### config.mk
export PLATFORM = sky130hd
export DESIGN_NAME = adder_tree
export DESIGN_NICKNAME = d
export VERILOG_FILES = /design/src/hdl/cnn_data_pkg.sv /design/src/hdl/cnn_stream_pkg.sv /design/src/hdl/adder_tree.sv
export VERILOG_INCLUDE_DIRS = /design/src /design/src/hdl
export SDC_FILE = /design/constraint.sdc
export NUM_CORES = 1
export LEC_CHECK = 0
export ABC_AREA = 1
export BUFFER_PORTS_ARGS = -buffer_cell sky130_fd_sc_hd__clkbuf_2
export CAP_MARGIN = 20
export CORE_AREA = 2 2 413 415
export CTS_CLUSTER_DIAMETER = 60
export CTS_CLUSTER_SIZE = 40
export DETAILED_ROUTE_END_ITERATION = 8
export DIE_AREA = 0 0 415 417
export PLACE_DENSITY = 0.44
export RECOVER_POWER = 50
export SLEW_MARGIN = 20
export SYNTH_ARGS = -nofsm -noshare
export SYNTH_HDL_FRONTEND = slang
export SYNTH_SLANG_ARGS = --single-unit
### constraint.sdc
create_clock -name clk -period 0.9 [get_ports clk]
set_clock_uncertainty 0.2 [all_clocks]
set_input_delay 0.045 -clock clk [delete_from_list [all_inputs] [get_ports clk]]
set_output_delay 0.045 -clock clk [all_outputs]
set_load 0.02 [all_outputs]
### src/hdl/cnn_cfg.svh
`ifndef CNN_CFG_SVH
`define CNN_CFG_SVH

// channel counts
`define CNN_IN_CH    4
`define CNN_OUT_CH   4

// input frame size in pixels
`define CNN_WIDTH    6
`define CNN_HEIGHT   5

// kernel geometry
`define CNN_KSIZE    3
`define CNN_TAPS     9

// operand and result widths
`define CNN_DATA_W   8
`define CNN_BIAS_W   16
`define CNN_ACC_W    24
`define CNN_COORD_W  4

`endif

### src/hdl/cnn_data_pkg.sv
`include "cnn_cfg.svh"

package cnn_data_pkg;

	// one signed channel value of a pixel or a weight
	typedef logic signed [`CNN_DATA_W-1:0] pix_t;

	// all input channels of one pixel, also one weight word
	typedef pix_t [`CNN_IN_CH-1:0] pix_vec_t;

	// tap index is row * 3 + col, row 0 oldest
	typedef pix_vec_t [`CNN_TAPS-1:0] window_t;

	// the nine weight words of one output channel
	typedef pix_vec_t [`CNN_TAPS-1:0] kernel_t;

	typedef logic signed [`CNN_BIAS_W-1:0] bias_t;

	// full width sum, no truncation anywhere
	typedef logic signed [`CNN_ACC_W-1:0] acc_t;

	// one result per output channel
	typedef acc_t [`CNN_OUT_CH-1:0] acc_vec_t;

endpackage

### src/hdl/cnn_stream_pkg.sv
`include "cnn_cfg.svh"

package cnn_stream_pkg;

	import cnn_data_pkg::*;

	typedef logic [`CNN_COORD_W-1:0] coord_t;

	// top-left output position of a window
	typedef struct packed {
		coord_t row;
		coord_t col;
		logic   last;
	} pos_t;

	// window_gen to conv_mac
	typedef struct packed {
		logic    valid;
		pos_t    pos;
		window_t window;
	} win_beat_t;

	// per output channel, per tap dot product
	typedef acc_t [`CNN_OUT_CH-1:0][`CNN_TAPS-1:0] tap_sums_t;

	// conv_mac to adder_tree
	typedef struct packed {
		logic      valid;
		pos_t      pos;
		tap_sums_t sums;
	} tap_beat_t;

	// adder_tree to the layer output
	typedef struct packed {
		logic     valid;
		pos_t     pos;
		acc_vec_t data;
	} result_t;

endpackage

### src/hdl/adder_tree.sv
`timescale 1ns/10ps
`include "cnn_cfg.svh"

module adder_tree (
	input  logic                      clk,
	input  logic                      rst,
	input  cnn_stream_pkg::tap_beat_t taps,
	input  cnn_data_pkg::bias_t       biases [`CNN_OUT_CH],
	output cnn_stream_pkg::result_t   res
);

	import cnn_data_pkg::*;
	import cnn_stream_pkg::*;

	logic     res_valid;
	pos_t     res_pos;
	acc_vec_t data_d;
	acc_vec_t data_q;

	// nine taps plus bias, four adder levels
	function automatic acc_t tree_sum(input acc_t [`CNN_TAPS-1:0] t, input bias_t b);
		acc_t s01, s23, s45, s67, s8b;
		acc_t s03, s47;
		s01 = t[0] + t[1];
		s23 = t[2] + t[3];
		s45 = t[4] + t[5];
		s67 = t[6] + t[7];
		s8b = t[8] + acc_t'(b);
		s03 = s01 + s23;
		s47 = s45 + s67;
		return (s03 + s47) + s8b;
	endfunction

	always_comb
	begin
		for (int oc = 0; oc < `CNN_OUT_CH; oc++)
			data_d[oc] = tree_sum(taps.sums[oc], biases[oc]);
	end

	always_ff @(posedge clk or posedge rst)
	begin
		if (rst)
			res_valid <= 1'b0;
		else
			res_valid <= taps.valid;
	end

	always_ff @(posedge clk)
	begin
		res_pos <= taps.pos;
		data_q  <= data_d;
	end

	assign res = '{valid: res_valid, pos: res_pos, data: data_q};

	a_last_pos: assert property (@(posedge clk) disable iff (rst)
		(res.valid && res.pos.last) |->
		(res.pos.row == `CNN_HEIGHT - 3) && (res.pos.col == `CNN_WIDTH - 3))
		else $error("last flag on a non-final position");

endmodule

# Word level (Yosys, flattened, before mapping)

Index checks and enable logic that the tools add are counted.

Add/sub/neg operators: 36

Operator list:

| cell           | count |
|---|---|
| $add 24x24->24 | 32 |
| $add 24x16->24 | 4 |

Register bits after elaboration: 106
Input port bits: 940
Output and inout bits: 106

# Depth between registers and ports, before layout

Word-level depth: 4
Gate-level depth with buffers: 21
Mapped depth without buffers: 21

# Worst setup path after synthesis

OpenSTA, ideal clock, no wires.

Path kind: input to register
From: in taps[362] (netlist bit)
To: reg data_q, in the netlist res[43]
Setup time: 117 ps
Arrival time: 3869 ps
Slack: -3286 ps
Stages: 16
Path buffers: 0
Cells stage by stage: fa_1 > fa_1 > fa_1 > inv_1 > fa_1 > inv_1 > fa_1 > inv_1 > fa_1 > o21ai_2 > a21boi_2 > o21ai_2 > and2_4 > nor2_2 > nand2_2 > nand2_1

RTL lines:

| item                   | RTL line         | text |
|---|---|---|
| start: declaration     | adder_tree.sv:7  | `input cnn_stream_pkg::tap_beat_t taps,` |
| end signal: assignment | adder_tree.sv:51 | `data_q <= data_d;` |
| end: declaration       | adder_tree.sv:18 | `acc_vec_t data_q;` |

==> summary by stage <==
Outcome
The run finished, with violations left. The final reports fail on negative hold slack, negative setup slack.

Placed design
The worst slack after detailed placement is -3680 ps. At the end of routability-driven placement, the weighted congestion stood at 0.913. Detailed placement ended at an HPWL of 96.1 mm.

Port buffering added 1045 buffers.

STA
The minimum setup slack in the final design is -3080 ps. The number of hold violations in the final report came to 9. Dividing the final minimum period by the clock period gives 4.42.

Setup violations remaining at the end of the flow were counted as 202. The worst path in the final design needs a cycle of 3980 ps, including I/O delays and setup. The worst slew slack as a fraction of its limit is 0.706.

For this run, the top clock speed supported by timing is 251 MHz. The number of max-slew violations in the final report is 0. The worst-case hold slack is -367 ps.

The transition time at the pin with the least slew margin is 438 ps. Setup repair after global routing could not meet its margin everywhere. After routing, the total negative slack on setup checks comes to -286690 ps.

Synthesis
The share of flip-flops with an asynchronous set or reset is 0.00943. The synthesized design contains 106 register bits. After synthesis, the most frequently instantiated cells are sky130_fd_sc_hd__inv_1 (970), sky130_fd_sc_hd__fa_1 (712), sky130_fd_sc_hd__nand2_1 (276), sky130_fd_sc_hd__ha_1 (108), sky130_fd_sc_hd__dfxtp_1 (105).

The cell accounting for the most synthesized area is sky130_fd_sc_hd__fa_1. The number of standard cells after synthesis is 2702. The netlist area before placement is 25700 sq um. The most repeated cell in the gate-level netlist after synthesis is sky130_fd_sc_hd__inv_1. The number of nets in the synthesized netlist is 4462. The count of yosys warnings during synthesis is 0. By area the synthesized netlist is led by sky130_fd_sc_hd__fa_1 (56%), sky130_fd_sc_hd__inv_1 (14%), sky130_fd_sc_hd__dfxtp_1 (8.2%). The share of synthesized area occupied by flip-flops and latches is 0.0829.

The prevailing post-synth register cell is sky130_fd_sc_hd__dfxtp_1. The distinct cell type count after synthesis is 40. Counting flops with a built-in enable in the synthesized netlist gives 0.

The average instance area after synthesis is 9.49 sq um. Of the post-synthesis cell area, the dominant cell type holds 0.556.

Cells and area
After the last flow step, the layout net total stands at 5780. Counting the fill cells in the layout gives 18400. The layout cell share with drive strength beyond 1 is 0.496. The footprint of the multi-input gates is 22900 sq um. Registers take 2260 sq um. For this run, the share of the core covered by cells in the final layout is 0.242. The area growth from synthesis to layout is 59.0%.

Global route
In the global route stage, met1 resource usage came out at 0.155. The global-route track usage on met2 is 0.210. The initial antenna violation count is 10.

In the global route stage, met3 resource usage came out at 0.0165. The via count of the first global-routing pass is 24600. The wire length of the first global-routing pass is 152 mm. The residual overflow from global routing is 0. After global routing, the most crowded layer is met2. For this run, the total global-route usage over all layers was measured as 0.119. The pin count of the biggest net entering global routing is 18.

Worst setup path
The worst setup path is launched from an input pin. The classification of the worst setup path is input pin to flop. Along the worst path, the maximum fanout reaches 4. STA puts the critical path data arrival time at 4140 ps. The worst setup path is captured at a flop. STA puts the critical path data required time at 1060 ps.

Floorplanning
The initial utilization of the core area, before any placement, comes to 0.152. The area of the core is 169000 sq um. The floorplan has 151 rows. In this run the vertical extent of the chip is 417 um. The total I/O pin count is 1046. Measured along the x axis, the die boundary spans 415 um. The die covers 173000 sq um.

Detailed routing
Once detail routing completed, the nets flagged for antenna violations numbered 0. Using the TritonRoute via totals, the vias-per-cell ratio works out to 3.48. Before antenna repair, the detailed router went through 5 iterations. The final routed DRC violation total is 0. For this block, the via count after detailed routing is 21700.

Dividing the detail-routed wire length by the instance count gives 16.3 um. The number of DRC violations after detailed-routing iteration 0 is 655. The post-detailed-routing wire length is 102 mm.

Clock network
The sink count of the clock tree is 106. TritonCTS built the clock tree. The post-CTS clock slew at the launch and capture registers of the worst setup and hold paths is 100 ps.

The number of buffers on the longest clock path is 2. The root buffer cell chosen for the clock tree is sky130_fd_sc_hd__clkbuf_16. The depth of the CTS H-tree is 3. The hold buffer count at cts is 12.

The number of buffers created by CTS is 9.

Flow run
The number of max-cap violations is 0.

Hold path
The min-delay analysis places its worst path in the category input pin to flop.
[what timing repair did]
action,4_1_cts,5_1_grt
setup endpoints to repair,202,202
endpoints found under the hold margin,23,14
setup buffers,33,34
pin swaps,171,171
gates resized for setup,624,418
[critical path: stages]
cell and delay (ps):
sky130_fd_sc_hd__clkbuf_2 90, sky130_fd_sc_hd__inv_1 80, sky130_fd_sc_hd__fa_1 510, sky130_fd_sc_hd__inv_2 70, sky130_fd_sc_hd__fa_1 500, sky130_fd_sc_hd__fa_1 530
sky130_fd_sc_hd__inv_2 60, sky130_fd_sc_hd__fa_1 480, sky130_fd_sc_hd__inv_1 50, sky130_fd_sc_hd__fa_2 540, sky130_fd_sc_hd__buf_4 120, sky130_fd_sc_hd__ha_4 190
sky130_fd_sc_hd__nand3_2 60, sky130_fd_sc_hd__nand2_2 70, sky130_fd_sc_hd__a21boi_4 280, sky130_fd_sc_hd__o21ai_4 110, sky130_fd_sc_hd__and2_4 170, sky130_fd_sc_hd__o21bai_1 130
sky130_fd_sc_hd__nand2_1 60
[cell usage in the layout (no fill, tap or decap), drive strengths merged, types with 12 or more instances in the layout]
cell type    instances
fa                 712
o21ai               72
clkbuf             915
buf                392
nand2              287
ha                 108
dlygate4sd3         12
nor2                94
a21oi              108
nand3               61
dfxtp              105
xnor2               45
inv                971
nand4               17
xor2                69
[layout make-up]
type	instances	share of cell area
Timing Repair Buffer	1308	0.217
Clock inverter	5	0.00138
Antenna cell	5	0.000307
Clock buffer	11	0.00570
Inverter	973	0.0912
Sequential cell	106	0.0554
Tap cell	2218	0.0680
Multi-Input combinational cell	1622	0.561
[cells by family (layout without fill, tap and decap cells)]
kind of cell / Yosys count / in the layout / share of synthesized area
buffers and inverters: 974 / 2297 / 0.143
adders and majority gates: 820 / 820 / 0.608
and+or+nand+nor: 482 / 482 / 0.0806
AOI/OAI and AO/OA: 206 / 206 / 0.0463
xor gates and xnor gates: 114 / 114 / 0.0392
DFF: 106 / 106 / 0.0829
other: 0 / 5 / 0
[through the flow]
stage / area [sq um] / std cells
4_1_cts: 39400 / 6220
5_1_grt: 40800 / 6246
3_3_place_gp: 36600 / 6170
3_5_place_dp: 36600 / 6170
2_1_floorplan: 27000 / 2702
6_report: 40800 / 6248
[worst paths after layout]
path | from | endpoint | slack, ps | depth (start not counted)
setup / recovery | taps[50] | res[18]$_DFF_P_ | -3080 | 19
hold / removal | biases[48] | res[0]$_DFF_P_ | -370 | 2
max in group asynchronous | rst | res_valid$_DFF_PP0_ | 110 | 4
min in group asynchronous | rst | res_valid$_DFF_PP0_ | 300 | 4
[flip-flops by register name, indices dropped and copies added (netlist names)]
| name | count |
|---|---|
| res_valid | 1 |
| res | 105 |
[layer usage]
layer / part of all wire / wire length (um) / up-vias
li1: - / - / 10200
met1: 0.43 / 44000 / 10900
met2: 0.52 / 52700 / 496
met3: 0.037 / 3740 / 54
met4: 0.015 / 1540 / 6
met5: 0.00045 / 46 / -
Power is not shown: default switching activity piles up to over one toggle a cycle in this logic, so the estimate is an artifact.
