<file path="src/hdl/cnn_cfg.svh">
`ifndef CNN_CFG_SVH
`define CNN_CFG_SVH

// channel counts
`define CNN_IN_CH    4
`define CNN_OUT_CH   4

// input frame size in pixels
`define CNN_WIDTH    6
`define CNN_HEIGHT   5

// kernel geometry
`define CNN_KSIZE    3
`define CNN_TAPS     9

// operand and result widths
`define CNN_DATA_W   8
`define CNN_BIAS_W   16
`define CNN_ACC_W    24
`define CNN_COORD_W  4

`endif

</file>
<file path="src/hdl/cnn_data_pkg.sv">
`include "cnn_cfg.svh"

package cnn_data_pkg;

	// one signed channel value of a pixel or a weight
	typedef logic signed [`CNN_DATA_W-1:0] pix_t;

	// all input channels of one pixel, also one weight word
	typedef pix_t [`CNN_IN_CH-1:0] pix_vec_t;

	// tap index is row * 3 + col, row 0 oldest
	typedef pix_vec_t [`CNN_TAPS-1:0] window_t;

	// the nine weight words of one output channel
	typedef pix_vec_t [`CNN_TAPS-1:0] kernel_t;

	typedef logic signed [`CNN_BIAS_W-1:0] bias_t;

	// full width sum, no truncation anywhere
	typedef logic signed [`CNN_ACC_W-1:0] acc_t;

	// one result per output channel
	typedef acc_t [`CNN_OUT_CH-1:0] acc_vec_t;

endpackage

</file>
<file path="src/hdl/cnn_stream_pkg.sv">
`include "cnn_cfg.svh"

package cnn_stream_pkg;

	import cnn_data_pkg::*;

	typedef logic [`CNN_COORD_W-1:0] coord_t;

	// top-left output position of a window
	typedef struct packed {
		coord_t row;
		coord_t col;
		logic   last;
	} pos_t;

	// window_gen to conv_mac
	typedef struct packed {
		logic    valid;
		pos_t    pos;
		window_t window;
	} win_beat_t;

	// per output channel, per tap dot product
	typedef acc_t [`CNN_OUT_CH-1:0][`CNN_TAPS-1:0] tap_sums_t;

	// conv_mac to adder_tree
	typedef struct packed {
		logic      valid;
		pos_t      pos;
		tap_sums_t sums;
	} tap_beat_t;

	// adder_tree to the layer output
	typedef struct packed {
		logic     valid;
		pos_t     pos;
		acc_vec_t data;
	} result_t;

endpackage

</file>
<file path="src/hdl/window_gen.sv">
`timescale 1ns/10ps
`include "cnn_cfg.svh"

module window_gen (
	input  logic                     clk,
	input  logic                     rst,
	input  logic                     pix_valid,
	input  cnn_data_pkg::pix_vec_t   pix_data,
	input  logic                     coeff_ready,
	output cnn_stream_pkg::win_beat_t win
);

	import cnn_data_pkg::*;
	import cnn_stream_pkg::*;

	localparam int K = `CNN_KSIZE;
	localparam int W = `CNN_WIDTH;

	logic     accept;
	coord_t   row;
	coord_t   col;
	logic     win_valid;
	pos_t     win_pos;
	window_t  win_taps;

	// one and two rows back
	pix_vec_t line1 [W];
	pix_vec_t line2 [W];

	assign accept = pix_valid & coeff_ready;

	always_ff @(posedge clk or posedge rst)
	begin
		if (rst)
		begin
			row       <= '0;
			col       <= '0;
			win_valid <= 1'b0;
		end
		else
		begin
			win_valid <= accept && (row >= coord_t'(K - 1)) && (col >= coord_t'(K - 1));
			if (accept)
			begin
				if (col == coord_t'(W - 1))
				begin
					col <= '0;
					row <= (row == coord_t'(`CNN_HEIGHT - 1)) ? '0 : row + 1'b1;
				end
				else
					col <= col + 1'b1;
			end
		end
	end

	always_ff @(posedge clk)
	begin
		if (accept)
		begin
			win_pos.row  <= row - coord_t'(K - 1);
			win_pos.col  <= col - coord_t'(K - 1);
			win_pos.last <= (row == coord_t'(`CNN_HEIGHT - 1)) && (col == coord_t'(W - 1));

			line1[0] <= pix_data;
			line2[0] <= line1[W-1];
			for (int i = 1; i < W; i++)
			begin
				line1[i] <= line1[i-1];
				line2[i] <= line2[i-1];
			end

			// window columns move left, newest column enters on the right
			for (int r = 0; r < K; r++)
				for (int c = 0; c < K - 1; c++)
					win_taps[r*K+c] <= win_taps[r*K+c+1];
			win_taps[K-1]   <= line2[W-1];
			win_taps[2*K-1] <= line1[W-1];
			win_taps[K*K-1] <= pix_data;
		end
	end

	assign win = '{valid: win_valid, pos: win_pos, window: win_taps};

	a_pos_range: assert property (@(posedge clk) disable iff (rst)
		win.valid |-> (win.pos.row < `CNN_HEIGHT - 2) && (win.pos.col < `CNN_WIDTH - 2))
		else $error("window position out of range");

endmodule

</file>
<file path="config.mk">
export PLATFORM = sky130hd
export DESIGN_NAME = window_gen
export DESIGN_NICKNAME = d
export VERILOG_FILES = /design/src/hdl/cnn_data_pkg.sv /design/src/hdl/cnn_stream_pkg.sv /design/src/hdl/window_gen.sv
export VERILOG_INCLUDE_DIRS = /design/src /design/src/hdl
export SDC_FILE = /design/constraint.sdc
export NUM_CORES = 1
export LEC_CHECK = 0
export BUFFER_PORTS_ARGS = -buffer_cell sky130_fd_sc_hd__clkbuf_2
export CORE_MARGIN = 4
export CORE_UTILIZATION = 50
export CTS_CLUSTER_DIAMETER = 80
export CTS_CLUSTER_SIZE = 40
export DETAILED_ROUTE_END_ITERATION = 10
export PLACE_DENSITY = 0.83
export SYNTH_ARGS = -nofsm -noshare
export SYNTH_HDL_FRONTEND = slang
export SYNTH_SLANG_ARGS = --single-unit
export TNS_END_PERCENT = 5
</file>
<file path="constraint.sdc">
create_clock -name clk -period 1.4 [get_ports clk]
set_input_delay 0.42 -clock clk [delete_from_list [all_inputs] [get_ports clk]]
set_output_delay 0.42 -clock clk [all_outputs]
set_load 0.03 [all_outputs]
</file>
## Word level (Yosys, flattened, before mapping)

Memory sizes are Yosys's and may differ from the RTL's. A register that Yosys moved wholly into a read port is not among the register bits.
Index checks and enable logic that the tools add are counted.

- Register bits after elaboration: 274
- Bits in writable memories: 384
- Input port bits: 36
- Output and inout bits: 298
- Word-level logic and storage cells: 57
- Memories: 2

- Add/sub/neg operators: 4
- Order comparisons: 2
- Equality and inequality tests: 2
- Mux-type cells: 4
- Bitwise logic cells: 1
- Reductions and logical operators: 4

Memory list:

| name | depth | bits a word | read ports | clocked after memory_dff | wr ports | RTL line | source |
|---|---|---|---|---|---|---|---|
| line1 | 6 | 32 | 6 | 0 | 6 | window_gen.sv:27 | `pix_vec_t line1 [W];` |
| line2 | 6 | 32 | 6 | 1 | 6 | window_gen.sv:28 | `pix_vec_t line2 [W];` |

Operator list:

| cell | number |
|---|---|
| 4-bit by 1-bit adder with 4-bit output (second input constant) | 2 |
| 4-bit by 3-bit == test with 1-bit output (second input constant) | 2 |
| 4-bit by 2-bit >= comparator with 1-bit output (second input constant) | 2 |
| 4-bit two-way mux | 2 |
| 4-bit by 2-bit subtractor with 4-bit output (second input constant) | 2 |
| 1-bit logical AND | 3 |
| 1-bit two-way mux | 2 |
| 2-bit AND reduction | 1 |
| 1-bit AND | 1 |

## Logic depth before layout (Yosys ltp)

- Word-level depth: 3
- Mapped depth: 5
- Depth with buffers taken out: 5

## Least setup slack after synthesis

OpenSTA, ideal clock, no wires.

- Kind: input -> register
- Start point: input port pix_valid
- End point: memory line1[0][15] in the netlist's numbering (enable)
- Setup time: 0.836 ns
- Arrival time: 9.944 ns
- Slack: -9.380 ns
- Stages: 2
- Buffers on the path: 0
- Cells stage by stage: nand2_2 > inv_1

RTL lines:

| element | RTL line | source |
|---|---|---|
| start: declaration | window_gen.sv:7 | `input logic pix_valid,` |
| end: declaration | window_gen.sv:27 |  |

==> flow_metrics.env <==
export IMPL_synthTopCellsByArea="edfxtp_1, dfrtp_1, ha_1"
export IMPL_dieArea_um2=33390
export IMPL_setup_viol=299
export IMPL_status="complete, but fails checks"
export IMPL_cts_sinks=498
export IMPL_ys_warnings_count=0
export IMPL_drt_antenna_violating_nets=0
export IMPL_synthFlopType="edfxtp_1"
export IMPL_ir_worst_vdd_mv=1.602
export IMPL_portBuffers=333
export IMPL_hp_class="in -> reg"
export IMPL_cp_slowest_cell="edfxtp_1"
export IMPL_drt_iter0_drc=485
export IMPL_cp_max_fo=2
export IMPL_grt_pass1_vias=6915
export IMPL_relSlewSlack=0.7375
export IMPL_layout_setup_ws_ns=-0.2628
export IMPL_diodes=0
export IMPL_avgSynthCellArea_um2=27.80
export IMPL_syn_num_nets=592
export IMPL_grt_max_degree=42
export IMPL_core_area_um2=29870
export IMPL_synth_common_cells="edfxtp_1, inv_1, dfrtp_1"
export IMPL_nNetsFinal=997
export IMPL_async_flop_share=0.01807
export IMPL_p_leak_uw=0.007860
export IMPL_place_hpwl_um=18040
export IMPL_fin_crit_ns=1.663
export IMPL_grt_overflow_total=0
export IMPL_post_route_util=0.7234
export IMPL_max_stage_delay_ns=0.52
export IMPL_drive_above_1_share=0.4389
export IMPL_finalHoldViolations=0
export IMPL_cts_clk_slew_worst_paths_ns=0.14
export IMPL_cp_buffers_inverters=1
export IMPL_synth_top_area_frac=0.9620
export IMPL_pin_count=334
export IMPL_die_w_um=182.7
export IMPL_crit_arrival_ns=1.24
export IMPL_htree_num_levels=1
export IMPL_violations="setup timing"
export IMPL_seq_area_frac_synth=0.9767
export IMPL_vias_per_cell=4.987
export IMPL_ys_seq_elements=498
export IMPL_grt_usage=0.1694
export IMPL_start_util=0.5110
export IMPL_antenna_found_initial=0
export IMPL_clk_path_buf_depth=3
export IMPL_worst_slew_pin_slew_ns=0.3933
export IMPL_avgRoutedWirePerCell_um=23.74
export IMPL_report_final_slew_viol_count=0
export IMPL_synth_edf_count=489
export IMPL_drc=0
export IMPL_fillCellCount=1589
export IMPL_synth_most_common_cell="edfxtp_1"
export IMPL_cp_cell_sequence="buf_8"
export IMPL_design_area_um2=21610
export IMPL_finalCritPeriodShare=1.188
export IMPL_area_growth_pct=41.58
export IMPL_grt_pass1_wl_um=43480
export IMPL_start_kind="flip-flop"
export IMPL_cts_root_buf="clkbuf_16"
export IMPL_clock_latency_ns=0.54
export IMPL_synth_distinct_cells=23
export IMPL_critPathRequiredTime_ns=0.98
export IMPL_rsz0062_at_grt="yes"
export IMPL_fp_dieH_um=182.7
export IMPL_final_cells=1356
export IMPL_multi_input_area_um2=322.8
export IMPL_vias=6763
export IMPL_core_rowCount=63
export IMPL_worst_setup_path_type="reg -> out"
export IMPL_end_kind="primary output"
export IMPL_synth_largest_area_cell="edfxtp_1"
export IMPL_numCtsBuffers=19
export IMPL_dpl_cell_area_um2=17900
export IMPL_netlist_instances=549
export IMPL_crit_family="flip-flops"
export IMPL_syn_area_um2=15260
export IMPL_gp_congestion=0.8388
export IMPL_powerDensity_nw_per_um2=1310
export IMPL_fmax_mhz=601.4
export IMPL_cts_tree="built"
export IMPL_maxCapViolCount=0
export IMPL_seqCellArea_um2=14910
export IMPL_dr_pass1_iters=4
export IMPL_fin_skew_ns=0.03104
export IMPL_drt_wl_total_um=32190
export IMPL_dp_cells=1312
==> metal layers <==
metal	track usage	up-vias	wire (µm)
met4	0.06064	0	1402
li1	-	3012	-
met1	0.1997	3425	11180
met5	0	-	0
met2	0.3119	264	18070
met3	0.03089	62	1542
==> logic make-up after synthesis <==
| kind of cell | after synthesis | share of synthesized area |
|---|---|---|
| XOR/XNOR | 4 | 0.002296 |
| flip-flops | 498 | 0.9767 |
| AO/OA/AOI/OAI | 9 | 0.003607 |
| buffers and inverters | 12 | 0.003197 |
| AND/OR/NAND/NOR | 17 | 0.006967 |
| adder cells (fa/ha/maj) | 7 | 0.005737 |
| multiplexers | 2 | 0.001475 |
==> worst paths after layout <==
path	from	endpoint	slack, ns	cells after the start
max	line2[2][31]	win[127]	-0.26	1
min	pix_data[29]	win[285]	0.04	1
max reg2reg	col[3]	row[2]	-0.02	3
min reg2reg	line2[3][14]	line2[4][14]	0.42	0
max in group asynchronous	rst	row[2]	0.67	3
min in group asynchronous	rst	col[2]	0.40	3
==> through the flow <==
stage | total power (µW) | TNS, ns | setup WS (ns) | hold WS (ns)
after floorplan | 19240 | -3342.11 | -6.835 | 0.2479
after detailed placement | 19990 | -49.00 | -0.1436 | 0.4045
after CTS | 28000 | -55.13 | -0.3127 | 0.01372
after global placement | 19860 | -42.74 | -0.1327 | 0.3949
after global routing | 29350 | -66.51 | -0.3191 | 0.002992
final | 28310 | -49.52 | -0.2628 | 0.03965
==> where the power goes <==
part	switching (µW)	total (µW)	internal, µW
sequential	507	17600	17100
combinational	1640	2930	1290
clock	4470	7740	3270
total	6610	28300	21700
==> state kept, by name, indices dropped and copies added (netlist names) <==
name       flops
win_valid      1
line2        107
row            4
col            4
line1        115
win          267
==> final cells by class <==
type | count | area share
multi-input combinational | 39 | 0.01494
inverter | 11 | 0.002084
clock buffer | 21 | 0.02235
clock inverter | 12 | 0.009668
sequential | 498 | 0.6900
timing repair buffer | 385 | 0.2384
tap | 390 | 0.02258
==> layout by cell type (no fill, tap or decap), types with 3 or more instances in the layout <==
cell type,n
buf_12,13
clkbuf_16,19
buf_8,256
ha_1,7
inv_1,9
o21ai_0,4
clkinv_8,3
nand2_1,4
clkbuf_8,42
clkbuf_2,35
buf_4,38
edfxtp_1,489
dfrtp_1,7
bufinv_16,3
nor2_1,4
==> repair_timing <==
action                                  CTS  global route
endpoints found under the hold margin     9             0
resized for setup                       596           261
endpoints found under the setup margin  298           300
buffers inserted                          6             4
hold buffers                              1             0
(Power assumes the default switching activity.)
