[config.mk]
export PLATFORM = sky130hd
export DESIGN_NAME = coeff_loader
export DESIGN_NICKNAME = d
export VERILOG_FILES = /design/src/hdl/cnn_data_pkg.sv /design/src/hdl/coeff_loader.sv
export VERILOG_INCLUDE_DIRS = /design/src /design/src/hdl
export SDC_FILE = /design/constraint.sdc
export NUM_CORES = 1
export LEC_CHECK = 0
export BUFFER_PORTS_ARGS = -buffer_cell sky130_fd_sc_hd__buf_2
export CORE_AREA = 3 3 491 493
export CTS_CLUSTER_DIAMETER = 100
export DETAILED_ROUTE_END_ITERATION = 8
export DIE_AREA = 0 0 494 496
export SLEW_MARGIN = 30
export SYNTH_ARGS = -nofsm -noshare
export SYNTH_HDL_FRONTEND = slang
export SYNTH_SLANG_ARGS = --single-unit
[constraint.sdc]
create_clock -name clk -period 25.2 [get_ports clk]
set_input_delay 0 -clock clk [delete_from_list [all_inputs] [get_ports clk]]
set_output_delay 0 -clock clk [all_outputs]
set_load 0.02 [all_outputs]
[src/hdl/cnn_cfg.svh]
`ifndef CNN_CFG_SVH
`define CNN_CFG_SVH

// channel counts
`define CNN_IN_CH    4
`define CNN_OUT_CH   4

// input frame size in pixels
`define CNN_WIDTH    6
`define CNN_HEIGHT   5

// kernel geometry
`define CNN_KSIZE    3
`define CNN_TAPS     9

// operand and result widths
`define CNN_DATA_W   8
`define CNN_BIAS_W   16
`define CNN_ACC_W    24
`define CNN_COORD_W  4

`endif

[src/hdl/cnn_data_pkg.sv]
`include "cnn_cfg.svh"

package cnn_data_pkg;

	// one signed channel value of a pixel or a weight
	typedef logic signed [`CNN_DATA_W-1:0] pix_t;

	// all input channels of one pixel, also one weight word
	typedef pix_t [`CNN_IN_CH-1:0] pix_vec_t;

	// tap index is row * 3 + col, row 0 oldest
	typedef pix_vec_t [`CNN_TAPS-1:0] window_t;

	// the nine weight words of one output channel
	typedef pix_vec_t [`CNN_TAPS-1:0] kernel_t;

	typedef logic signed [`CNN_BIAS_W-1:0] bias_t;

	// full width sum, no truncation anywhere
	typedef logic signed [`CNN_ACC_W-1:0] acc_t;

	// one result per output channel
	typedef acc_t [`CNN_OUT_CH-1:0] acc_vec_t;

endpackage

[src/hdl/coeff_loader.sv]
`timescale 1ns/10ps
`include "cnn_cfg.svh"

module coeff_loader (
	input  logic                  clk,
	input  logic                  rst,
	input  logic                  w_valid,
	input  cnn_data_pkg::pix_vec_t w_data,
	input  logic                  b_valid,
	input  cnn_data_pkg::bias_t   b_data,
	output cnn_data_pkg::kernel_t kernels [`CNN_OUT_CH],
	output cnn_data_pkg::bias_t   biases [`CNN_OUT_CH],
	output logic                  coeff_ready
);

	import cnn_data_pkg::*;

	localparam int W_WORDS = `CNN_OUT_CH * `CNN_TAPS;
	localparam int B_WORDS = `CNN_OUT_CH;

	logic [$clog2(W_WORDS+1)-1:0] w_cnt;
	logic [$clog2(B_WORDS+1)-1:0] b_cnt;
	logic                         w_full;
	logic                         b_full;

	// flat weight chain with word k at index k
	pix_vec_t w_chain [W_WORDS];

	assign w_full = (w_cnt == W_WORDS);
	assign b_full = (b_cnt == B_WORDS);

	always_ff @(posedge clk or posedge rst)
	begin
		if (rst)
		begin
			w_cnt       <= '0;
			b_cnt       <= '0;
			coeff_ready <= 1'b0;
		end
		else
		begin
			if (w_valid && !w_full)
				w_cnt <= w_cnt + 1'b1;
			if (b_valid && !b_full)
				b_cnt <= b_cnt + 1'b1;
			// sticky once both banks are full
			coeff_ready <= coeff_ready | (w_full & b_full);
		end
	end

	// shift in at the top until the bank is full
	always_ff @(posedge clk)
	begin
		if (w_valid && !w_full)
		begin
			w_chain[W_WORDS-1] <= w_data;
			for (int i = 0; i < W_WORDS - 1; i++)
				w_chain[i] <= w_chain[i+1];
		end
		if (b_valid && !b_full)
		begin
			biases[B_WORDS-1] <= b_data;
			for (int i = 0; i < B_WORDS - 1; i++)
				biases[i] <= biases[i+1];
		end
	end

	// word k goes to channel k / 9 and tap k mod 9
	always_comb
	begin
		for (int f = 0; f < W_WORDS; f++)
			kernels[f / `CNN_TAPS][f % `CNN_TAPS] = w_chain[f];
	end

	a_ready_full: assert property (@(posedge clk) disable iff (rst)
		coeff_ready |-> (w_full && b_full))
		else $error("coeff_ready high before both banks are full");

endmodule

-- After elaboration in Yosys (flattened, before gate mapping)
Memories as Yosys holds them, arrays and structs flattened.
Index checks and enable logic that the tools add are counted.
W data, S select, Z words.
- bits in read-only memories: 0
- RAM bits: 1152
- latch bits: 0
- memories: 1
- flip-flop bits (word level): 74
- memory list (name ; depth ; bits a word ; read ports ; clocked after Yosys merged registers in ; write ports ; RTL line ; text):
    w_chain ; 36 ; 32 ; 36 ; 0 ; 36 ; coeff_loader.sv:27 ; pix_vec_t w_chain [W_WORDS];
- magnitude comparators: 0
- $mul: 0
- bitwise operators: 2
- eq/ne operators: 2
- $add $sub $neg: 2
- shift-type cells: 0
- divide/modulo/power cells: 0
- multiplexer cells: 2
- reduce and logical (&&, ||, !) cells: 4
- operators with widths (kind ; count):
    $add A6 B1 Y6 const B ; 1
    $eq A6 B6 Y1 const B ; 1
    $add A3 B1 Y3 const B ; 1
    $eq A3 B3 Y1 const B ; 1
    $logic_and A1 B1 Y1 ; 2
    $logic_not A1 Y1 ; 2
    $mux W1 ; 2
    $and A1 B1 Y1 ; 1
    $or A1 B1 Y1 ; 1

-- Longest topological paths before layout
Gate-level depths: netlist of run 1.
- depth in word-level cells: 5
- mapped depth: 5
- gate-level depth less buffers: 5

-- Worst setup path after synthesis of run 1
Ideal clock, no wire load.
- path type: reg-to-reg
- from: register w_cnt[0]
- to: memory w_chain[0][0] (netlist bit) (enable)
- cell stages (with the launch flop): 6
- data required time: 23.708 ns
- path buffers: 0
- slack: 0.675 ns
- arrival time: 23.033 ns
- cells stage by stage: dfrtp_1 -> inv_1 -> ha_1 -> nand2_1 -> o21ai_2 -> inv_1
- RTL lines (element ; RTL line ; text):
    from (decl) ; coeff_loader.sv:21 ; logic [$clog2(W_WORDS+1)-1:0] w_cnt;
    from (signal assigned) ; coeff_loader.sv:43 ; w_cnt <= w_cnt + 1'b1;
    to (decl) ; coeff_loader.sv:27 ;

==> impl_metrics.sql, run 1 <==
INSERT INTO impl_metrics (metric_group, metric, value, unit) VALUES
('status', 'run_status', 'finished clean', ''),
('final_layout', 'areaGrowthSynthToFinish', '44.0', '%'),
('power', 'comb_power_share', '0.113', ''),
('worst_setup_path', 'setup.worst_path.end_class', 'flop', ''),
('floorplan', 'die_area', '245000', 'µm²'),
('yosys', 'synth_nets', '1317', ''),
('timing', 'maxClockFrequency', '0.171', 'GHz'),
('clock_network', 'postCtsSetupRepairBufs', '0', ''),
('routing', 'post_drt_via_cell_ratio', '3.28', ''),
('global_route', 'vias_in_the_first_global_route', '19400', ''),
('worst_setup_path', 'slowest_stage', 'sky130_fd_sc_hd__buf_4', ''),
('placement', 'post_place_worst_slack', '19060', 'ps'),
('timing', 'maxSlewHeadroom', '0.373', ''),
('hold_path', 'min_path_type', 'input port to flop', ''),
('clock_network', 'cts_buffers', '141', ''),
('worst_setup_path', 'path_common_cell', 'sky130_fd_sc_hd__buf_4', ''),
('timing', 'fin_crit', '5840', 'ps'),
('timing', 'finalMaxSlewViolations', '0', ''),
('power', 'power.internal', '3.87', 'mW'),
('final_layout', 'post_layout_net_count', '2838', ''),
('final_layout', 'highest_count_cells_in_the_layout_ignoring_fill_and_taps', 'sky130_fd_sc_hd__buf_2, sky130_fd_sc_hd__edfxtp_1, sky130_fd_sc_hd__clkbuf_16', ''),
('worst_setup_path', 'cp.required', '25590', 'ps'),
('clock_network', 'ctsLongestPathBuffers', '3', ''),
('yosys', 'synth-seq-cells', '1226', ''),
('power', 'worst_ir_drop_vdd', '0.0753', 'mV'),
('clock_network', 'postCtsResizedCells', '0', ''),
('yosys', 'synth_cell_type_count', '19', ''),
('final_layout', 'finish.utilization', '0.224', ''),
('final_layout', 'fin_cells', '6081', ''),
('final_layout', 'layout_commonest_cell', 'sky130_fd_sc_hd__buf_2', ''),
('placement', 'numPortBuffers', '1268', ''),
('floorplan', 'floorplan.die.height', '496', 'µm'),
('power', 'power.sequential.fraction', '0.502', ''),
('timing', 'setup_tns', '0', 'ps'),
('floorplan', 'fp-row-count', '179', ''),
('clock_network', 'cts_hold_buf', '93', ''),
('floorplan', 'fp.coreArea', '237000', 'µm²'),
('global_route', 'grt_max_degree', '182', ''),
('worst_setup_path', 'critical_path.max_fanout', '110', ''),
('clock_network', 'number_of_h_tree_levels', '4', ''),
('clock_network', 'tritoncts', 'built', ''),
('final_layout', 'final_layout_size_suffix_gt1_frac', '0.522', ''),
('clock_network', 'numClockSinks', '1226', ''),
('worst_setup_path', 'path_class', 'flop to flop', ''),
('worst_setup_path', 'path_cells', 'inv_1 -> ha_1 -> nand2_1 -> o21ai_2 -> inv_8 -> buf_4 -> buf_4 -> buf_4 -> buf_6 -> buf_4', ''),
('worst_setup_path', 'arrival', '6240', 'ps'),
('power', 'power.share.switching', '0.284', ''),
('clock_network', 'clk_transition_reported_paths', '60', 'ps'),
('yosys', 'synth_sequential_area_ratio', '0.994', ''),
('power', 'total_power_consumption_of_the_routed_design', '5.41', 'mW'),
('routing', 'vias', '19900', ''),
('placement', 'gp_congestion', '0.895', ''),
('routing', 'final_antenna_net_count', '0', ''),
('yosys', 'syn-mean-instance-area', '29.3', 'µm²'),
('global_route', 'grt_first_pass_wirelength', '186000', 'µm'),
('power', 'clockPowerShare', '0.384', ''),
('routing', 'drt-wirelength-per-cell', '24.3', 'µm'),
('timing', 'rsz0062_at_grt', 'false', ''),
('routing', 'drc', '0', ''),
('floorplan', 'io-pin-count', '1269', ''),
('yosys', 'yosys_warnings', '0', ''),
('timing', 'setup_ws', '19360', 'ps'),
('power', 'power_density', '102', 'nW/µm²'),
('timing', 'worst_pin_slew', '941', 'ps'),
('worst_setup_path', 'critPathMaxStageDelay', '830', 'ps'),
('floorplan', 'chipWidth', '494', 'µm'),
('global_route', 'groute.usage.overall', '0.114', ''),
('power', 'cellLeakagePower', '19.9', 'nW'),
('global_route', 'globalRouteOverflowTotal', '0', ''),
('routing', 'postRouteWirelength', '148000', 'µm'),
('yosys', 'netlist_area_before_placement', '37000', 'µm²');
metrics by stage:
| step | hold WS [ps] | cell area, µm² |
|---|---|---|
| final | 93.7 | 53300 |
| after global routing | 36.2 | 53200 |
| after CTS | 32.8 | 53200 |
| after detailed placement | 106 | 47500 |
| after global placement | 86.2 | 47500 |
| after floorplan | -160 | 37000 |
critical path, delay by kind of cell (launching register included):
kind	cells	cell delay [ps]
simple gates	1	100
buf+inv	7	4290
fa+ha+maj	1	200
flops	1	420
compound gates	1	130
power groups by stage:
| stage | Sequential, mW | Combinational [mW] | Clock, mW |
|---|---|---|---|
| CTS | 2.73 | 0.627 | 2.15 |
| global route | 2.74 | 0.648 | 2.23 |
| detailed placement | 2.76 | 0.615 | 0 |
| floorplan | 3.08 | 0.0708 | 0 |
| finish | 2.72 | 0.614 | 2.08 |
| global placement | 2.76 | 0.612 | 0 |
cell usage after synthesis (all sizes together):
master,count,area share
dfrtp,10,0.0068
xor2,1,0.00024
mux2,1,0.00030
a21oi,1,0.00014
xnor2,4,0.00095
o21ai,3,0.00051
or2,1,0.00017
a21boi,1,0.00020
nand3,1,0.00014
o21ba,1,0.00027
inv,6,0.00061
edfxtp,1216,0.99
ha,4,0.0014
nand2,5,0.00051
or3b,1,0.00024
nand4,2,0.00034
a31o,1,0.00024
nor2,2,0.00020
registers in the layout (all words and copies together), names as in the netlist:
signal / flops
biases: 64
w_chain: 1152
coeff_ready: 1
w_cnt: 6
b_cnt: 3
final timing paths:
path,start,end,slack [ps],cells after the start
max,w_cnt[0],w_chain[8][31],19360,10
min,w_data[25],w_chain[8][121],90,2
max reg2reg,w_cnt[0],w_chain[8][31],19360,10
min reg2reg,w_chain[6][7],w_chain[5][103],410,0
max in group asynchronous,rst,w_cnt[5],24430,4
min in group asynchronous,rst,b_cnt[0],440,4
per-layer routing:
metal,track usage,part of all wire,up-vias
li1,-,-,8247
met1,0.126,0.36,10200
met2,0.195,0.50,1298
met3,0.0508,0.12,188
met4,0.0338,0.029,0
met5,0,0,-
kinds of logic after synthesis:
family | synth area share
flops | 0.994
simple gates | 0.00159
compound gates | 0.00135
buf+inv | 0.000609
xor+xnor | 0.00118
fa+ha+maj | 0.00135
mux | 0.000304
area by class of cell:
cell class,count,area (µm²),area share
Multi-Input combinational cell,29,225,0.00423
Antenna cell,20,50.0,0.000939
Sequential cell,1226,36800,0.690
Tap cell,3167,3960,0.0744
Clock inverter,96,1180,0.0222
Timing Repair Buffer,1378,7470,0.140
Inverter,6,30.0,0.000564
Clock buffer,159,3600,0.0675
Power figures use the tool's default switching activity.
==> run 2: changes to the inputs <==
- clock period: 25.2 -> 5.8 ns (I/O delays scaled with it)
==> run 2 against run 1 <==
  * Sequential share of layout area about the same
  * Critical path type unchanged
  * Register-to-register slack got worse by 17000 ps
  * Critical path depth is 5 lower
  * Via count is 0.53% higher
  * First-iteration DRC count is 1.4% lower
  * Combinational power grew to 4.4 times the previous value
  * Setup slack got worse by 17000 ps
  * Core utilization about the same
  * Die area is the same
  * Maximum frequency rose by 89%
  * Sequential cell count is the same
  * Sequential power rose to 4.3 times the previous value
==> impl_metrics.sql, run 2 (synthesis gave the netlist of run 1 again) <==
INSERT INTO impl_metrics (metric_group, metric, value, unit) VALUES
('final_layout', 'stdcell_area', '53300', 'µm²'),
('timing', 'finalMaxSlewViolations', '0', ''),
('final_layout', 'fin_cells', '6084', ''),
('hold_path', 'min_path_type', 'input port to flop', ''),
('floorplan', 'fp.coreArea', '237000', 'µm²'),
('clock_network', 'clk_transition_reported_paths', '60', 'ps'),
('final_layout', 'layout_commonest_cell', 'sky130_fd_sc_hd__buf_2', ''),
('routing', 'drc', '0', ''),
('placement', 'placed_cell_area', '47800', 'µm²'),
('final_layout', 'post_layout_net_count', '2857', ''),
('timing', 'fin_crit', '3080', 'ps'),
('timing', 'fin_hold_ws', '54.4', 'ps'),
('clock_network', 'tritoncts', 'built', ''),
('routing', 'post_drt_via_cell_ratio', '3.29', ''),
('routing', 'initial_detailed_routing_violation_count', '1759', ''),
('clock_network', 'cts_hold_buf', '94', ''),
('global_route', 'grt_first_pass_wirelength', '187000', 'µm'),
('routing', 'final_antenna_net_count', '0', ''),
('floorplan', 'chipWidth', '494', 'µm'),
('clock_network', 'worst_skew_pair.late_latency', '760', 'ps'),
('worst_setup_path', 'setup.worst_path.end_class', 'flop', ''),
('final_layout', 'highest_count_cells_in_the_layout_ignoring_fill_and_taps', 'sky130_fd_sc_hd__buf_2, sky130_fd_sc_hd__edfxtp_1, sky130_fd_sc_hd__clkbuf_16', ''),
('placement', 'numPortBuffers', '1268', ''),
('worst_setup_path', 'worstSetupStartpoint', 'w_cnt[3]', ''),
('timing', 'maxSlewHeadroom', '0.433', ''),
('timing', 'rsz0062_at_grt', 'false', ''),
('worst_setup_path', 'path_class', 'flop to flop', ''),
('clock_network', 'clock-root-buffer', 'sky130_fd_sc_hd__clkbuf_16', ''),
('final_layout', 'layout_top_registers', 'w_chain x1152, biases x64, w_cnt x6', ''),
('worst_setup_path', 'arrival', '3550', 'ps'),
('clock_network', 'postCtsResizedCells', '0', ''),
('clock_network', 'postCtsSetupRepairBufs', '0', ''),
('final_layout', 'largest_register_ffs', '1152', ''),
('routing', 'drt-wirelength-per-cell', '24.5', 'µm'),
('timing', 'final_hold_viol_count', '0', ''),
('power', 'cellLeakagePower', '20.0', 'nW'),
('clock_network', 'number_of_h_tree_levels', '4', ''),
('clock_network', 'numClockSinks', '1226', ''),
('worst_setup_path', 'cp.required', '6260', 'ps'),
('placement', 'gp_congestion', '0.903', ''),
('routing', 'vias', '20000', ''),
('final_layout', 'regMostFlops', 'w_chain', ''),
('floorplan', 'fp-row-count', '179', ''),
('final_layout', 'areaGrowthSynthToFinish', '44.1', '%'),
('routing', 'firstDrtPassIters', '5', ''),
('timing', 'worst_pin_slew', '849', 'ps'),
('floorplan', 'die_area', '245000', 'µm²'),
('worst_setup_path', 'timing.rr.start', 'w_cnt[3]', ''),
('status', 'run_status', 'finished clean', ''),
('timing', 'maxClockFrequency', '0.324', 'GHz'),
('global_route', 'grt_max_degree', '111', ''),
('floorplan', 'floorplan.die.height', '496', 'µm'),
('routing', 'postRouteWirelength', '149000', 'µm'),
('run', 'max-cap-violations', '0', ''),
('clock_network', 'ctsLongestPathBuffers', '3', ''),
('floorplan', 'io-pin-count', '1269', ''),
('clock_network', 'cts_buffers', '137', ''),
('timing', 'fin_skew', '47.5', 'ps'),
('placement', 'place_hpwl', '119000', 'µm'),
('placement', 'placed_cells', '5735', ''),
('hold_path', 'hold_path.startpoint', 'w_data[30]', ''),
('global_route', 'globalRouteOverflowTotal', '0', ''),
('global_route', 'vias_in_the_first_global_route', '19500', ''),
('timing', 'setup_tns', '0', 'ps'),
('power', 'total_power_consumption_of_the_routed_design', '23.3', 'mW'),
('floorplan', 'start_util', '0.156', ''),
('power', 'power_density', '436', 'nW/µm²'),
('worst_setup_path', 'start_kind', 'flop', ''),
('worst_setup_path', 'critical_path.max_fanout', '72', ''),
('global_route', 'number_of_antenna_violations_at_the_first_check_in_global_routing', '27', ''),
('global_route', 'groute.usage.overall', '0.114', ''),
('final_layout', 'final_layout_size_suffix_gt1_frac', '0.522', ''),
('power', 'worst_ir_drop_vdd', '0.303', 'mV'),
('timing', 'setup-violations-final', '0', ''),
('timing', 'post-route-period-util', '0.532', '');
==> run 2: cell count changes in the layout (fill, tap and decap cells not counted), sizes merged <==
cell	change
inv	-1
buf	+22
clkinv	-4
clkbuf	-6
dlygate4sd3	+1
diode	-9
==> run 2: through the flow <==
step	setup WS, ps	util
floorplan	-13020	-
global placement	2710	0.201
detailed placement	2650	0.201
CTS	2640	0.224
global route	2510	0.224
finish	2720	0.225
==> run 2: final timing paths <==
check                           slack, ps               to  cells past startpoint
worst max-delay path                 2720   w_chain[2][38]                      5
worst min-delay path                   50  w_chain[8][126]                      2
worst max register to register       2720   w_chain[2][38]                      5
worst min register to register        410   w_chain[6][53]                      0
max in group asynchronous            5050         b_cnt[2]                      4
min in group asynchronous             430         w_cnt[3]                      4
==> run 2: cell type report <==
| type | count | area, µm² |
|---|---|---|
| antenna | 11 | 27.5 |
| clock buffer | 153 | 3510 |
| clock inverter | 91 | 1050 |
| fill | 24700 | 184000 |
| inverter | 6 | 26.3 |
| multi-input combinational | 29 | 225 |
| sequential | 1226 | 36800 |
| tap | 3167 | 3960 |
| timing repair buffer | 1401 | 7740 |
==> run 2: worst max-delay path: stages (launching register included) <==
cell and delay (ps):
sky130_fd_sc_hd__dfrtp_1 410, sky130_fd_sc_hd__or3b_1 420, sky130_fd_sc_hd__o21ai_2 240, sky130_fd_sc_hd__clkinvlp_4 730, sky130_fd_sc_hd__buf_12 480, sky130_fd_sc_hd__buf_4 350
==> run 2: where the power goes <==
group	switching [mW]	internal, mW
logic	2.02	0.691
clock network	3.72	5.03
registers	0.805	11.0
==> run 2: routing by layer <==
layer / vias to the layer above / GRT usage / wire (µm)
met2: 1362 / 0.194 / 72800
li1: 8266 / - / -
met1: 10200 / 0.123 / 52000
met5: - / 0 / 9
met3: 205 / 0.0566 / 18900
met4: 2 / 0.0429 / 5050
==> run 3: changes to the inputs <==
- clock period: 5.8 -> 3.1 ns (I/O delays scaled with it)
==> run 3 against run 2 <==
  * Maximum frequency grew 22%
  * Critical path depth is 1 higher
  * Sequential power rose by 87%
  * Largest power group unchanged
  * Clock skew grew 2.3 ps
  * Critical endpoint is now w_chain[7][20]
  * Non-clock buffer count grew 1
  * Largest cell class unchanged
  * Sequential share of layout area increased by 0.40 points
  * Global-route usage is 0.22 points lower
  * Critical path type unchanged
==> impl_metrics.sql, run 3 (synthesis gave the netlist of run 1 again) <==
INSERT INTO impl_metrics (metric_group, metric, value, unit) VALUES
('worst_setup_path', 'critical_path.max_fanout', '45', ''),
('clock_network', 'cts_buffers', '134', ''),
('global_route', 'groute.usage.overall', '0.112', ''),
('hold_path', 'whs_path_depth', '2', ''),
('final_layout', 'layout_top_registers', 'w_chain x1152, biases x64, w_cnt x6', ''),
('timing', 'post-route-period-util', '0.814', ''),
('power', 'cellLeakagePower', '19.8', 'nW'),
('routing', 'firstDrtPassIters', '5', ''),
('clock_network', 'number_of_h_tree_levels', '4', ''),
('placement', 'place_hpwl', '118000', 'µm'),
('timing', 'maxSlewHeadroom', '0.554', ''),
('power', 'worst_ir_drop_vdd', '0.570', 'mV'),
('worst_setup_path', 'timing.rr.start', 'w_cnt[3]', ''),
('timing', 'rsz0062_at_grt', 'false', ''),
('power', 'power.sequential.fraction', '0.520', ''),
('clock_network', 'clk_transition_reported_paths', '60', 'ps'),
('final_layout', 'final_layout_size_suffix_gt1_frac', '0.519', ''),
('timing', 'fin_crit', '2520', 'ps'),
('floorplan', 'start_util', '0.156', ''),
('worst_setup_path', 'ff2ff_path_depth', '6', ''),
('clock_network', 'postCtsResizedCells', '0', ''),
('timing', 'setup_tns', '0', 'ps'),
('power', 'power.share.switching', '0.284', ''),
('global_route', 'vias_in_the_first_global_route', '19200', ''),
('floorplan', 'fp.coreArea', '237000', 'µm²'),
('routing', 'vias', '20100', ''),
('timing', 'setup-violations-final', '0', ''),
('final_layout', 'post_layout_net_count', '2855', ''),
('worst_setup_path', 'cp.required', '3610', 'ps'),
('floorplan', 'floorplan.die.height', '496', 'µm'),
('final_layout', 'largest_register_ffs', '1152', ''),
('clock_network', 'tritoncts', 'built', ''),
('worst_setup_path', 'setup.worst_path.end_class', 'flop', ''),
('power', 'comb_power_share', '0.119', ''),
('final_layout', 'layout_commonest_cell', 'sky130_fd_sc_hd__buf_2', ''),
('worst_setup_path', 'path_class', 'flop to flop', ''),
('floorplan', 'chipWidth', '494', 'µm'),
('clock_network', 'postCtsSetupRepairBufs', '0', ''),
('clock_network', 'numClockSinks', '1226', ''),
('timing', 'worst_pin_slew', '667', 'ps'),
('power', 'power.internal', '30.4', 'mW'),
('final_layout', 'areaGrowthSynthToFinish', '43.2', '%'),
('timing', 'maxClockFrequency', '0.396', 'GHz'),
('timing', 'final_hold_viol_count', '0', ''),
('routing', 'drc', '0', ''),
('placement', 'gp_congestion', '0.917', ''),
('timing', 'finalMaxSlewViolations', '0', ''),
('hold_path', 'hold-path-endpoint', 'w_chain[8][121]', ''),
('power', 'clockPowerShare', '0.361', ''),
('timing', 'fin_skew', '49.7', 'ps'),
('power', 'total_power_consumption_of_the_routed_design', '42.5', 'mW'),
('floorplan', 'fp-row-count', '179', ''),
('hold_path', 'min_path_type', 'input port to flop', ''),
('worst_setup_path', 'worst_r2r_endpoint', 'w_chain[7][20]', ''),
('global_route', 'globalRouteOverflowTotal', '0', ''),
('routing', 'post_drt_via_cell_ratio', '3.31', ''),
('power', 'p_sw', '12.1', 'mW'),
('status', 'run_status', 'finished clean', ''),
('final_layout', 'filler_cell_count', '24700', ''),
('floorplan', 'io-pin-count', '1269', ''),
('global_route', 'number_of_antenna_violations_at_the_first_check_in_global_routing', '33', ''),
('hold_path', 'hold_path.startpoint', 'w_data[25]', ''),
('clock_network', 'clock-root-buffer', 'sky130_fd_sc_hd__clkbuf_16', ''),
('routing', 'drt-wirelength-per-cell', '24.1', 'µm'),
('routing', 'final_antenna_net_count', '0', ''),
('clock_network', 'worst_skew_pair.late_latency', '760', 'ps'),
('global_route', 'grt_first_pass_wirelength', '184000', 'µm'),
('routing', 'initial_detailed_routing_violation_count', '2008', ''),
('worst_setup_path', 'arrival', '3030', 'ps'),
('final_layout', 'regMostFlops', 'w_chain', ''),
('placement', 'numPortBuffers', '1268', ''),
('clock_network', 'ctsLongestPathBuffers', '3', ''),
('global_route', 'grt_max_degree', '98', ''),
('worst_setup_path', 'ff2ff_setup_slack', '580', 'ps'),
('worst_setup_path', 'start_kind', 'flop', ''),
('power', 'power_density', '802', 'nW/µm²'),
('floorplan', 'die_area', '245000', 'µm²'),
('routing', 'postRouteWirelength', '147000', 'µm'),
('run', 'max-cap-violations', '0', ''),
('final_layout', 'highest_count_cells_in_the_layout_ignoring_fill_and_taps', 'sky130_fd_sc_hd__buf_2, sky130_fd_sc_hd__edfxtp_1, sky130_fd_sc_hd__clkbuf_16', '');
## run 3: cell types whose count changed in the layout (fill, tap and decap cells not counted), sizes merged
cell         before   now
bufinv           13     5
clkbuf          153   161
inv              19    14
buf            1307  1311
clkinv           58    61
dlygate4sd3      94    91
clkinvlp          7     5
## run 3: cell type report
cell class	instances	area, µm²	share of cell area
Sequential cell	1226	36800	0.694
Timing Repair Buffer	1402	7730	0.146
Tap cell	3167	3960	0.0748
Clock buffer	161	3480	0.0656
Clock inverter	79	786	0.0148
Multi-Input combinational cell	29	225	0.00425
Antenna cell	11	27.5	0.000519
Inverter	6	26.3	0.000496
## run 3: per-layer routing
layer,vias up,GRT usage,routed length (µm),part of all wire
met4,0,0.0372,4930,0.034
li1,8269,-,-,-
met5,-,0,0,0
met3,202,0.0494,17500,0.12
met2,1378,0.190,71600,0.49
met1,10300,0.126,52600,0.36
## run 3: worst max-delay path by stage
stage	startpoint	endpoint	slack, ps
final	w_cnt[3]	w_chain[7][20]	580
after global routing	w_cnt[3]	w_chain[8][81]	520
after CTS	w_cnt[3]	w_chain[7][20]	620
after detailed placement	w_cnt[3]	w_chain[7][20]	600
after global placement	w_cnt[3]	w_chain[8][17]	640
after floorplan	w_cnt[3]	w_chain[0][0]	-15720
## run 3: through the flow
stage	utilization	area (µm²)	worst slack (ps)	hold WS, ps	instances
after global placement	0.201	47800	643	54.8	5739
after CTS	0.223	53000	620	4.53	6070
after floorplan	-	37000	-15720	-160	1261
after detailed placement	0.201	47800	596	73.9	5739
after global routing	0.223	53000	518	34.1	6073
final	0.223	53000	576	104	6081
## run 3: power by group through the flow
| stage | Combinational, mW | Sequential (mW) | Clock [mW] |
|---|---|---|---|
| after detailed placement | 5.09 | 22.4 | 0 |
| after global placement | 5.07 | 22.4 | 0 |
| after floorplan | 0.578 | 24.6 | 0 |
| final | 5.07 | 22.1 | 15.3 |
| after CTS | 5.18 | 22.2 | 15.9 |
| after global routing | 5.34 | 22.3 | 16.5 |
## run 3: repair_timing
action | in CTS | in global routing
hold endpoints to repair | 133 | 0
endpoints found under the setup margin | 0 | 0
hold buffers | 91 | 0
## run 3: worst max-delay path, cell delays in order, from the launching register on
cell and delay, ps:
sky130_fd_sc_hd__dfrtp_1 410, sky130_fd_sc_hd__or3b_1 420, sky130_fd_sc_hd__o21ai_2 240, sky130_fd_sc_hd__clkinvlp_4 300, sky130_fd_sc_hd__buf_12 260, sky130_fd_sc_hd__buf_4 320, sky130_fd_sc_hd__buf_4 220
